==> config.mk <==
export PLATFORM = sky130hd
export DESIGN_NAME = vect_addmul
export DESIGN_NICKNAME = d
export VERILOG_FILES = /design/src/source/vect_pkg.sv /design/src/source/vect_res_if.sv /design/src/source/vect_addmul.sv /design/src/source/res_fifo.sv /design/src/source/vect_addmul_pipe.sv /design/src/source/fx_lane.sv
export SDC_FILE = /design/constraint.sdc
export NUM_CORES = 2
export LEC_CHECK = 0
export BUFFER_PORTS_ARGS = -buffer_cell sky130_fd_sc_hd__clkbuf_2
export CAP_MARGIN = 5
export CORE_UTILIZATION = 50
export CTS_CLUSTER_DIAMETER = 50
export DETAILED_ROUTE_END_ITERATION = 10
export HOLD_SLACK_MARGIN = 0.08
export PLACE_DENSITY = 0.67
export REMOVE_ABC_BUFFERS = 1
export SKIP_LAST_GASP = 1
export SYNTH_ARGS = -nofsm -noshare
export SYNTH_HDL_FRONTEND = slang
export SYNTH_SLANG_ARGS = --single-unit
==> constraint.sdc <==
create_clock -name clk_i -period 13.5 [get_ports clk_i]
set_input_delay 0.675 -clock clk_i [delete_from_list [all_inputs] [get_ports clk_i]]
set_output_delay 0.675 -clock clk_i [all_outputs]
set_load 0.1 [all_outputs]
==> src/source/vect_pkg.sv <==
package vect_pkg;

    // vector geometry.
    localparam int unsigned LANES = 4;
    localparam int unsigned WIDTH = 16;

    // q8.8 fixed point.
    localparam int unsigned FRAC = 8;

    localparam int unsigned TAG_W = 4;

    // register stages between the lanes and the result queues.
    localparam int unsigned PIPE_STAGES = 2;

    localparam int unsigned ADD_FIFO_DEPTH = 4;
    localparam int unsigned MUL_FIFO_DEPTH = 2;

endpackage
==> src/source/vect_res_if.sv <==
interface vect_res_if
    import vect_pkg::*;
();

    logic                           valid;
    logic                           ready;
    logic [LANES-1:0][WIDTH-1:0]    data;
    logic [LANES-1:0]               strb;
    logic [TAG_W-1:0]               tag;

    // producer side, the pipeline.
    modport master (
        output valid,
        output data,
        output strb,
        output tag,
        input  ready
    );

    modport slave (
        input  valid,
        input  data,
        input  strb,
        input  tag,
        output ready
    );

endinterface

==> src/source/vect_addmul.sv <==
module vect_addmul
    import vect_pkg::*;
(
    input  logic                        clk_i,
    input  logic                        rst_n_i,
    input  logic                        clear_i,
    input  logic                        round_mode_i,
    input  logic                        op_mul_i,
    input  logic                        op_mod_add_i,
    input  logic                        op_mod_mul_i,

    input  logic                        add_valid_i,
    input  logic                        add_scal_valid_i,
    input  logic [LANES-1:0]            add_strb_i,
    input  logic [LANES-1:0][WIDTH-1:0] add_vect_i,
    input  logic [WIDTH-1:0]            add_scal_i,
    input  logic [TAG_W-1:0]            add_tag_i,
    output logic                        add_ready_o,

    input  logic                        mul_valid_i,
    input  logic                        mul_scal_valid_i,
    input  logic [LANES-1:0]            mul_strb_i,
    input  logic [LANES-1:0][WIDTH-1:0] mul_vect_i,
    input  logic [WIDTH-1:0]            mul_scal_i,
    input  logic [TAG_W-1:0]            mul_tag_i,
    output logic                        mul_ready_o,

    input  logic                        add_ready_i,
    output logic                        add_valid_o,
    output logic [LANES-1:0]            add_strb_o,
    output logic [LANES-1:0][WIDTH-1:0] add_res_o,
    output logic [TAG_W-1:0]            add_tag_o,

    input  logic                        mul_ready_i,
    output logic                        mul_valid_o,
    output logic [LANES-1:0]            mul_strb_o,
    output logic [LANES-1:0][WIDTH-1:0] mul_res_o,
    output logic [TAG_W-1:0]            mul_tag_o
);

    logic                           sel_valid;
    logic                           sel_mod;
    logic [LANES-1:0]               sel_strb;
    logic [LANES-1:0][WIDTH-1:0]    sel_vect;
    logic [TAG_W-1:0]               sel_tag;
    logic                           pipe_ready;

    vect_res_if add_res_if ();
    vect_res_if mul_res_if ();

    // operand port picked by the operation bit.
    assign sel_valid = op_mul_i ? mul_valid_i & mul_scal_valid_i : add_valid_i & add_scal_valid_i;
    assign sel_mod   = op_mul_i ? op_mod_mul_i : op_mod_add_i;
    assign sel_strb  = op_mul_i ? mul_strb_i : add_strb_i;
    assign sel_vect  = op_mul_i ? mul_vect_i : add_vect_i;
    assign sel_tag   = op_mul_i ? mul_tag_i : add_tag_i;

    assign add_ready_o = ~op_mul_i & add_scal_valid_i & pipe_ready;
    assign mul_ready_o = op_mul_i & mul_scal_valid_i & pipe_ready;

    vect_addmul_pipe i_pipe (
        .clk_i        (clk_i),
        .rst_n_i      (rst_n_i),
        .clear_i      (clear_i),
        .round_mode_i (round_mode_i),
        .op_mul_i     (op_mul_i),
        .op_mod_i     (sel_mod),
        .in_valid_i   (sel_valid),
        .in_strb_i    (sel_strb),
        .in_vect_i    (sel_vect),
        .mul_scal_i   (mul_scal_i), // scalars broadcast as is.
        .add_scal_i   (add_scal_i),
        .in_tag_i     (sel_tag),
        .in_ready_o   (pipe_ready),
        .add_res      (add_res_if.master),
        .mul_res      (mul_res_if.master)
    );

    res_fifo #(
        .DEPTH (ADD_FIFO_DEPTH)
    ) i_add_fifo (
        .clk_i   (clk_i),
        .rst_n_i (rst_n_i),
        .clear_i (clear_i),
        .in      (add_res_if.slave),
        .valid_o (add_valid_o),
        .ready_i (add_ready_i),
        .strb_o  (add_strb_o),
        .data_o  (add_res_o),
        .tag_o   (add_tag_o)
    );

    res_fifo #(
        .DEPTH (MUL_FIFO_DEPTH)
    ) i_mul_fifo (
        .clk_i   (clk_i),
        .rst_n_i (rst_n_i),
        .clear_i (clear_i),
        .in      (mul_res_if.slave),
        .valid_o (mul_valid_o),
        .ready_i (mul_ready_i),
        .strb_o  (mul_strb_o),
        .data_o  (mul_res_o),
        .tag_o   (mul_tag_o)
    );

endmodule

==> src/source/res_fifo.sv <==
module res_fifo
    import vect_pkg::*;
#(
    parameter int unsigned DEPTH = ADD_FIFO_DEPTH
) (
    input  logic                        clk_i,
    input  logic                        rst_n_i,
    input  logic                        clear_i,
    vect_res_if.slave                   in,
    output logic                        valid_o,
    input  logic                        ready_i,
    output logic [LANES-1:0]            strb_o,
    output logic [LANES-1:0][WIDTH-1:0] data_o,
    output logic [TAG_W-1:0]            tag_o
);

    logic [LANES-1:0][WIDTH-1:0]    data_mem [DEPTH];
    logic [LANES-1:0]               strb_mem [DEPTH];
    logic [TAG_W-1:0]               tag_mem  [DEPTH];
    logic [$clog2(DEPTH)-1:0]       wr_ptr;
    logic [$clog2(DEPTH)-1:0]       rd_ptr;
    logic [$clog2(DEPTH+1)-1:0]     count;
    logic                           push;
    logic                           pop;

    assign in.ready = (count != DEPTH); // not full.
    assign valid_o  = (count != 0);

    assign push = in.valid & in.ready;
    assign pop  = valid_o & ready_i;

    always_ff @(posedge clk_i or negedge rst_n_i) begin
        if (!rst_n_i) begin
            wr_ptr <= '0;
            rd_ptr <= '0;
            count  <= '0;
        end else if (clear_i) begin
            wr_ptr <= '0;
            rd_ptr <= '0;
            count  <= '0;
        end else begin
            if (push) wr_ptr <= (wr_ptr == DEPTH - 1) ? '0 : wr_ptr + 1'b1;
            if (pop) rd_ptr <= (rd_ptr == DEPTH - 1) ? '0 : rd_ptr + 1'b1;
            if (push && !pop) begin
                count <= count + 1'b1;
            end else if (pop && !push) begin
                count <= count - 1'b1;
            end
        end
    end

    always_ff @(posedge clk_i) begin
        if (push) begin
            data_mem[wr_ptr] <= in.data;
            strb_mem[wr_ptr] <= in.strb;
            tag_mem[wr_ptr]  <= in.tag;
        end
    end

    // head is registered storage, so a push shows one cycle later.
    assign data_o = data_mem[rd_ptr];
    assign strb_o = strb_mem[rd_ptr];
    assign tag_o  = tag_mem[rd_ptr];

endmodule

==> src/source/vect_addmul_pipe.sv <==
module vect_addmul_pipe
    import vect_pkg::*;
(
    input  logic                        clk_i,
    input  logic                        rst_n_i,
    input  logic                        clear_i,
    input  logic                        round_mode_i,
    input  logic                        op_mul_i,
    input  logic                        op_mod_i,
    input  logic                        in_valid_i,
    input  logic [LANES-1:0]            in_strb_i,
    input  logic [LANES-1:0][WIDTH-1:0] in_vect_i,
    input  logic [WIDTH-1:0]            mul_scal_i,
    input  logic [WIDTH-1:0]            add_scal_i,
    input  logic [TAG_W-1:0]            in_tag_i,
    output logic                        in_ready_o,
    vect_res_if.master                  add_res,
    vect_res_if.master                  mul_res
);

    logic [LANES-1:0][WIDTH-1:0]    res_d;
    logic [PIPE_STAGES-1:0]         vld_q;
    logic [PIPE_STAGES-1:0]         op_q;
    logic [PIPE_STAGES-1:0]         stage_rdy;
    logic [LANES-1:0][WIDTH-1:0]    res_q  [PIPE_STAGES];
    logic [LANES-1:0]               strb_q [PIPE_STAGES];
    logic [TAG_W-1:0]               tag_q  [PIPE_STAGES];
    logic                           out_ready;

    for (genvar l = 0; l < LANES; l++) begin : g_lane
        fx_lane i_lane (
            .op_mul_i     (op_mul_i),
            .op_mod_i     (op_mod_i),
            .round_mode_i (round_mode_i),
            .strb_i       (in_strb_i[l]),
            .vect_i       (in_vect_i[l]),
            .mul_scal_i   (mul_scal_i),
            .add_scal_i   (add_scal_i),
            .res_o        (res_d[l])
        );
    end

    // the last stage waits on the queue its operation bit names.
    assign out_ready = op_q[PIPE_STAGES-1] ? mul_res.ready : add_res.ready;

    always_comb begin
        stage_rdy[PIPE_STAGES-1] = ~vld_q[PIPE_STAGES-1] | out_ready;
        for (int s = PIPE_STAGES - 2; s >= 0; s--) begin
            stage_rdy[s] = ~vld_q[s] | stage_rdy[s+1]; // empty or moving.
        end
    end

    assign in_ready_o = stage_rdy[0];

    always_ff @(posedge clk_i or negedge rst_n_i) begin
        if (!rst_n_i) begin
            vld_q <= '0;
        end else if (clear_i) begin
            vld_q <= '0; // flush.
        end else begin
            if (stage_rdy[0]) vld_q[0] <= in_valid_i;
            for (int s = 1; s < PIPE_STAGES; s++) begin
                if (stage_rdy[s]) vld_q[s] <= vld_q[s-1];
            end
        end
    end

    always_ff @(posedge clk_i) begin
        if (stage_rdy[0] && in_valid_i) begin
            res_q[0]  <= res_d;
            strb_q[0] <= in_strb_i;
            tag_q[0]  <= in_tag_i;
            op_q[0]   <= op_mul_i;
        end
        for (int s = 1; s < PIPE_STAGES; s++) begin
            if (stage_rdy[s] && vld_q[s-1]) begin
                res_q[s]  <= res_q[s-1];
                strb_q[s] <= strb_q[s-1];
                tag_q[s]  <= tag_q[s-1];
                op_q[s]   <= op_q[s-1];
            end
        end
    end

    assign add_res.valid = vld_q[PIPE_STAGES-1] & ~op_q[PIPE_STAGES-1];
    assign add_res.data  = res_q[PIPE_STAGES-1];
    assign add_res.strb  = strb_q[PIPE_STAGES-1];
    assign add_res.tag   = tag_q[PIPE_STAGES-1];

    assign mul_res.valid = vld_q[PIPE_STAGES-1] & op_q[PIPE_STAGES-1];
    assign mul_res.data  = res_q[PIPE_STAGES-1];
    assign mul_res.strb  = strb_q[PIPE_STAGES-1];
    assign mul_res.tag   = tag_q[PIPE_STAGES-1];

endmodule

==> src/source/fx_lane.sv <==
module fx_lane
    import vect_pkg::*;
(
    input  logic                op_mul_i,
    input  logic                op_mod_i,
    input  logic                round_mode_i,
    input  logic                strb_i,
    input  logic [WIDTH-1:0]    vect_i,
    input  logic [WIDTH-1:0]    mul_scal_i,
    input  logic [WIDTH-1:0]    add_scal_i,
    output logic [WIDTH-1:0]    res_o
);

    logic signed [WIDTH-1:0]    elem;
    logic signed [WIDTH-1:0]    m_scal;
    logic signed [WIDTH-1:0]    a_scal;
    logic signed [WIDTH:0]      sum;
    logic signed [2*WIDTH-1:0]  prod;
    logic signed [2*WIDTH:0]    half;
    logic signed [2*WIDTH:0]    prod_r;
    logic signed [2*WIDTH:0]    scaled;
    logic signed [2*WIDTH:0]    wide;
    logic [WIDTH-1:0]           sat;

    assign elem   = vect_i;
    assign m_scal = mul_scal_i;
    assign a_scal = add_scal_i;

    assign sum  = op_mod_i ? elem - a_scal : elem + a_scal; // one extra bit, no wrap.
    assign prod = elem * m_scal;

    always_comb begin
        half   = round_mode_i ? ((2*WIDTH+1)'(1) <<< (FRAC - 1)) : '0;
        prod_r = prod + half;
        scaled = prod_r >>> FRAC; // floor after the optional half.
        if (op_mul_i) begin
            wide = op_mod_i ? -scaled : scaled;
        end else begin
            wide = sum;
        end
    end

    // fits when every bit above the result sign matches it.
    always_comb begin
        if (&wide[2*WIDTH:WIDTH-1] || ~|wide[2*WIDTH:WIDTH-1]) begin
            sat = wide[WIDTH-1:0];
        end else if (wide[2*WIDTH]) begin
            sat = {1'b1, {(WIDTH-1){1'b0}}};
        end else begin
            sat = {1'b0, {(WIDTH-1){1'b1}}};
        end
    end

    assign res_o = strb_i ? sat : '0; // masked lanes read zero.

endmodule

# After elaboration in Yosys (flattened, before gate mapping)
# Memories as Yosys holds them, arrays and structs flattened.
# Index checks and enable logic that the tools add are counted.
dict set report totals {
  reg_bits 15
  mem_bits_rw 576
  input_bits 189
  out_inout_bits 148
  elab_cells 165
  mem_count 9
}
# memory words word_bits rd rd_clocked_by_memory_dff write_ports line
set mem_list {}
lappend mem_list {i_add_fifo.data_mem 4 64 1 0 1 res_fifo.sv:17} ;# logic [LANES-1:0][WIDTH-1:0] data_mem [DEPTH];
lappend mem_list {i_mul_fifo.data_mem 2 64 1 0 1 res_fifo.sv:17}
lappend mem_list {i_pipe.res_q 2 64 2 0 2 vect_addmul_pipe.sv:25} ;# logic [LANES-1:0][WIDTH-1:0] res_q [PIPE_STAGES];
lappend mem_list {i_add_fifo.strb_mem 4 4 1 0 1 res_fifo.sv:18} ;# logic [LANES-1:0] strb_mem [DEPTH];
lappend mem_list {i_add_fifo.tag_mem 4 4 1 0 1 res_fifo.sv:19} ;# logic [TAG_W-1:0] tag_mem [DEPTH];
lappend mem_list {i_mul_fifo.strb_mem 2 4 1 0 1 res_fifo.sv:18}
lappend mem_list {{3 more memories} n/a n/a n/a n/a n/a n/a}
dict set report classes {
  addsub 24
  n_mul 4
  n_eq_ne 4
  muxes 60
  bitwise 18
  n_reduce_logical 36
}
# operator n
set op_table {}
lappend op_table {{two-way mux 33 bit} 8}
lappend op_table {{two-way mux 16 bit} 12}
lappend op_table {{adder 32 x 9 -> 33 bit} 4}
lappend op_table {{negator 25 -> 33 bit} 4}
lappend op_table {{multiplier 16 x 16 -> 32 bit} 4}
lappend op_table {{AND reduction 18 bit} 4}
lappend op_table {{OR reduction 18 bit} 4}
lappend op_table {{adder 16 x 16 -> 17 bit} 4}
lappend op_table {{two-way mux 17 bit} 4}
lappend op_table {{subtractor 16 x 16 -> 17 bit} 4}
lappend op_table {{two-way mux 64 bit} 1}
lappend op_table {{two-way mux 2 bit} 10}
lappend op_table {{two-way mux 1 bit} 19}
lappend op_table {{nonzero test 2 bit} 7}
lappend op_table {{bitwise AND 1 bit} 12}
lappend op_table {{two-way mux 3 bit} 3}
lappend op_table {{nonzero test 3 bit} 3}
lappend op_table {{logical NOT 1 bit} 8}
lappend op_table {{two-way mux 4 bit} 2}
lappend op_table {{two-way mux 8 bit} 1}
lappend op_table {{adder 2 x 1 -> 2 bit, second input constant} 3}
lappend op_table {{logical AND 1 bit} 6}
lappend op_table {{== test 2 bit, second input constant} 2}
lappend op_table {{logical OR 1 bit} 4}
lappend op_table {{other kinds (8)} 13}

# Logic depth before layout (Yosys ltp)
dict set report depth {
  depth_word 11
  depth_mapped 39
  ltp_nobuf 30
}

# Modules after synthesis
# From an unflattened synthesis, not the netlist that was laid out.
dict set report unflattened {
  hier_cells 7180
  hier_area_um2 74605.3
}
# mod n_inst cells_per_inst area_per_inst_um2 seq_area_each_um2
set modules_own_cells {}
lappend modules_own_cells {{fx_lane (i_pipe.g_lane[0].i_lane)} 1 1587 13185.1 0.0}
lappend modules_own_cells {{fx_lane (i_pipe.g_lane[3].i_lane)} 1 1531 12891.1 0.0}
lappend modules_own_cells {{fx_lane (i_pipe.g_lane[1].i_lane)} 1 1487 12643.4 0.0}
lappend modules_own_cells {{fx_lane (i_pipe.g_lane[2].i_lane)} 1 1500 12632.1 0.0}
lappend modules_own_cells {{res_fifo (i_add_fifo)} 1 435 10906.7 8823.5}
lappend modules_own_cells {{res_fifo (i_mul_fifo)} 1 248 5714.2 4424.2}
lappend modules_own_cells {vect_addmul_pipe 1 304 5609.1 4434.3}
lappend modules_own_cells {vect_addmul 1 88 1023.5 0.0}

# Worst setup path after synthesis
# No wires, ideal clock.
dict set report synth_timing {
  path_kind {input-to-reg}
  from {input op_mul_i}
  to {memory i_pipe.res_q[0][21] in the netlist's numbering, data pin}
  setup_ns 0.276
  t_arrival_ns 10.058
  t_required_ns 13.224
  setup_slack_ns 3.166
  cell_stages 35
  n_path_buf 11
  path_cell_list {buf_2 -> buf_1 -> clkbuf_1 -> buf_1 -> clkbuf_1 -> mux2_2 -> clkbuf_1 -> nand2_1 -> fa_1 -> fa_1 -> fa_1 -> fa_1 -> inv_1 -> fa_1 -> fa_1 -> ha_1 -> clkbuf_1 -> and4_1 -> nand2_1 -> a2111oi_2 -> nand2b_1 -> a311o_1 -> o211ai_1 -> or4_1 -> buf_2 -> or3_1 -> buf_2 -> xnor2_1 -> or4_1 -> a22oi_1 -> and4b_1 -> or3b_1 -> buf_2 -> buf_2 -> o31ai_1}
}
# element line
set synth_lines {}
lappend synth_lines {{start, declared} vect_addmul.sv:8} ;# input logic op_mul_i,
lappend synth_lines {{end, declared} vect_addmul_pipe.sv:25}

==> results.ini <==
[worst_setup_path]
criticalPathCategory=in2reg
end_kind=register
arrival_ns=10.58
r2r-start=i_mul_fifo.count[1]
cp_max_fo=56
path_depth=26
crit_buf_inv=4
cpMostUsedCell=fa_1
rr_endpoint=i_pipe.res_q[0][105]
r2r_cells=6
reg2reg_slack_ns=10.53
critPathLaunchType=primary input
max_stage_delay_ns=0.93
cp_data_required_time_ns=13.87
slowest_stage=a311oi_2
path_delay_family=adder cells

[logic_synthesis]
synthTopCellsByCount=inv_1 (1219), fa_1 (1073), nand2_1 (647), edfxtp_1 (578), and2_1 (475)
ys_types=99
yosysTopAreaCellShare_pct=30.4
synth_edf_count=578
netlist_instances=6772
synth_most_common_cell=inv_1
async_flop_share_pct=2.20
synth-seq-cells=591
synth_top_area_cell=fa_1
synth_area_um2=70600
yosysWarnings=0
ys_dominant_reg_cell=edfxtp_1
avgSynthCellArea_um2=10.4
synth-seq-area-share_pct=25.0
synth.area.top_cells=fa_1 (30%), edfxtp_1 (25%), ha_1 (6.9%)

[timing]
fin_tns_setup_ns=0
period_minus_slack_ns=10.21
tightest_slew_ns=1.25
setup_viol=0
fmax_mhz=97.9
fin_crit_sh_pct=75.6
fin_skew_ns=0.0262
slew_viol_final=0
hold_viol_final=0
rsz0062_at_grt=no
relSlewSlack_pct=15.3

[floorplanning]
chipHeight_um=378
dieArea_um2=143000
core_area_um2=140000
start_util_pct=50.5
io_pins=337
die_w_um=378
row_count=137

[detailed_routing]
drcViolationCount=0
top_layer=met5
route.met3.wl_um=18100
dr_wl_met2_um=91000
routed_wl_um=198000
wire_per_inst_um=22.4
ant_nets=0
vias=50200
drt-pass1-iter-count=5
viasPerCell=5.67
drt_iter0_drc=4004
wl_met1_um=82100

[placed_design]
portBuffers=336
place_hpwl_um=149000
place_congestion=0.932

[clock_network]
cts_sinks=591
clockBufferDepth=3
postCtsHoldBufs=1
cts_tree=done
cts_root_buf=clkbuf_16
cts_made_buffers=67
post_cts_buffers=0
htreeDepth=3
insertion_delay_ns=0.67
cts_resized=0
path_clk_slew_ns=0.06

[global_route]
grt_pass1_vias=52000
grt_pass1_wl_um=304000
grt_use_total_pct=28.2
grt-ovfl-total=0
antenna_found_initial=23
grt_max_degree=65

[final_layout]
multi_input_area_um2=47300
fill_cells=12200
drive_gt1_share_pct=11.6
fin_nets=8574
regArea_um2=17700
area_growth_pct=7.97

[job]
drv_cap=0

[hold_path]
hp-start=add_ready_i
hold_depth=3
hold_path_end=i_add_fifo.rd_ptr[1]
holdCritPathClass=in2reg

[run_status]
status=finished, final reports clean

-- cell usage in the layout, fill, tap and decap left out, types with 58 or more instances in the layout --
cell type | netlist | final
fa_1 | 1073 | 1073
inv_1 | 1219 | 1218
and2_1 | 475 | 469
mux2_2 | 144 | 144
xor2_1 | 85 | 83
xnor2_1 | 151 | 143
nor3_1 | 59 | 58
nor2b_1 | 73 | 72
o21ai_0 | 182 | 182
a21oi_1 | 224 | 222
ha_1 | 390 | 390
clkbuf_2 | 1 | 335
clkbuf_16 | 0 | 69
edfxtp_1 | 578 | 578
nor2_1 | 236 | 235
a21o_1 | 65 | 65
nand3_1 | 61 | 61
nand2_1 | 647 | 647
mux4_2 | 72 | 72
buf_4 | 0 | 60
-- metrics by stage --
stage	cells	setup slack [ns]	hold slack, ns	area (um^2)	util, %
2_1_floorplan	6456	4.41	0.379	69400	-
3_3_place_gp	8728	2.83	0.403	74000	52.9
3_5_place_dp	8728	2.75	0.405	74000	52.9
4_1_cts	8847	3.40	0.235	76200	54.5
5_1_grt	8849	2.86	0.266	76200	54.5
6_report	8863	3.29	0.281	76300	54.5
-- worst register-to-register path, stage by stage, from the launching register on --
cell and delay, ns:
dfrtp_1 0.40, nor2b_1 0.19, nand2_1 0.07, o21ai_0 0.07, and2_1 0.21, nor2b_4 0.83, buf_4 0.76
-- state kept, by name, indices dropped and copies added (netlist names), 3 cells and up --
name                 flops
i_pipe.strb_q            8
i_pipe.tag_q             8
i_add_fifo.count         3
i_add_fifo.strb_mem     16
i_add_fifo.data_mem    256
i_add_fifo.tag_mem      16
i_mul_fifo.strb_mem      8
i_pipe.res_q           128
i_mul_fifo.data_mem    128
i_mul_fifo.tag_mem       8
-- worst max path at each step --
stage	startpoint	end	slack, ns
3_5_place_dp	op_mul_i	i_pipe.res_q[0][20]	2.75
3_3_place_gp	op_mul_i	i_pipe.res_q[0][23]	2.83
5_1_grt	op_mul_i	i_pipe.res_q[0][25]	2.86
4_1_cts	op_mul_i	i_pipe.res_q[0][26]	3.40
6_report	op_mul_i	i_pipe.res_q[0][17]	3.29
2_1_floorplan	mul_scal_i[15]	i_pipe.res_q[0][53]	4.41
-- cell type report --
| class | count | share of cell area (%) |
|---|---|---|
| multi-input combinational | 4645 | 62.0 |
| sequential | 591 | 23.2 |
| inverter | 1220 | 6.00 |
| tap | 1876 | 3.08 |
| timing repair buffer | 397 | 2.82 |
| clock buffer | 85 | 2.34 |
| clock inverter | 33 | 0.494 |
| antenna | 16 | 0.0525 |
-- metal layers --
| layer | vias to the layer above | GRT usage (%) |
|---|---|---|
| met1 | 25500 | 38.0 |
| met2 | 1913 | 45.0 |
| met4 | 26 | 9.59 |
| met5 | - | 0 |
| li1 | 22400 | - |
| met3 | 371 | 6.44 |
-- cells by family after synthesis --
logic type / share of synthesized area (%)
AOI/OAI and AO/OA: 8.67
DFF: 25.0
buffers and inverters: 8.20
adders and majority gates: 37.3
and+or+nand+nor: 12.9
muxes: 5.00
xor gates and xnor gates: 2.93
Power is left out: the tool's default activity adds up to more than one toggle a clock period on the data nets, which glitch-free logic cannot reach.
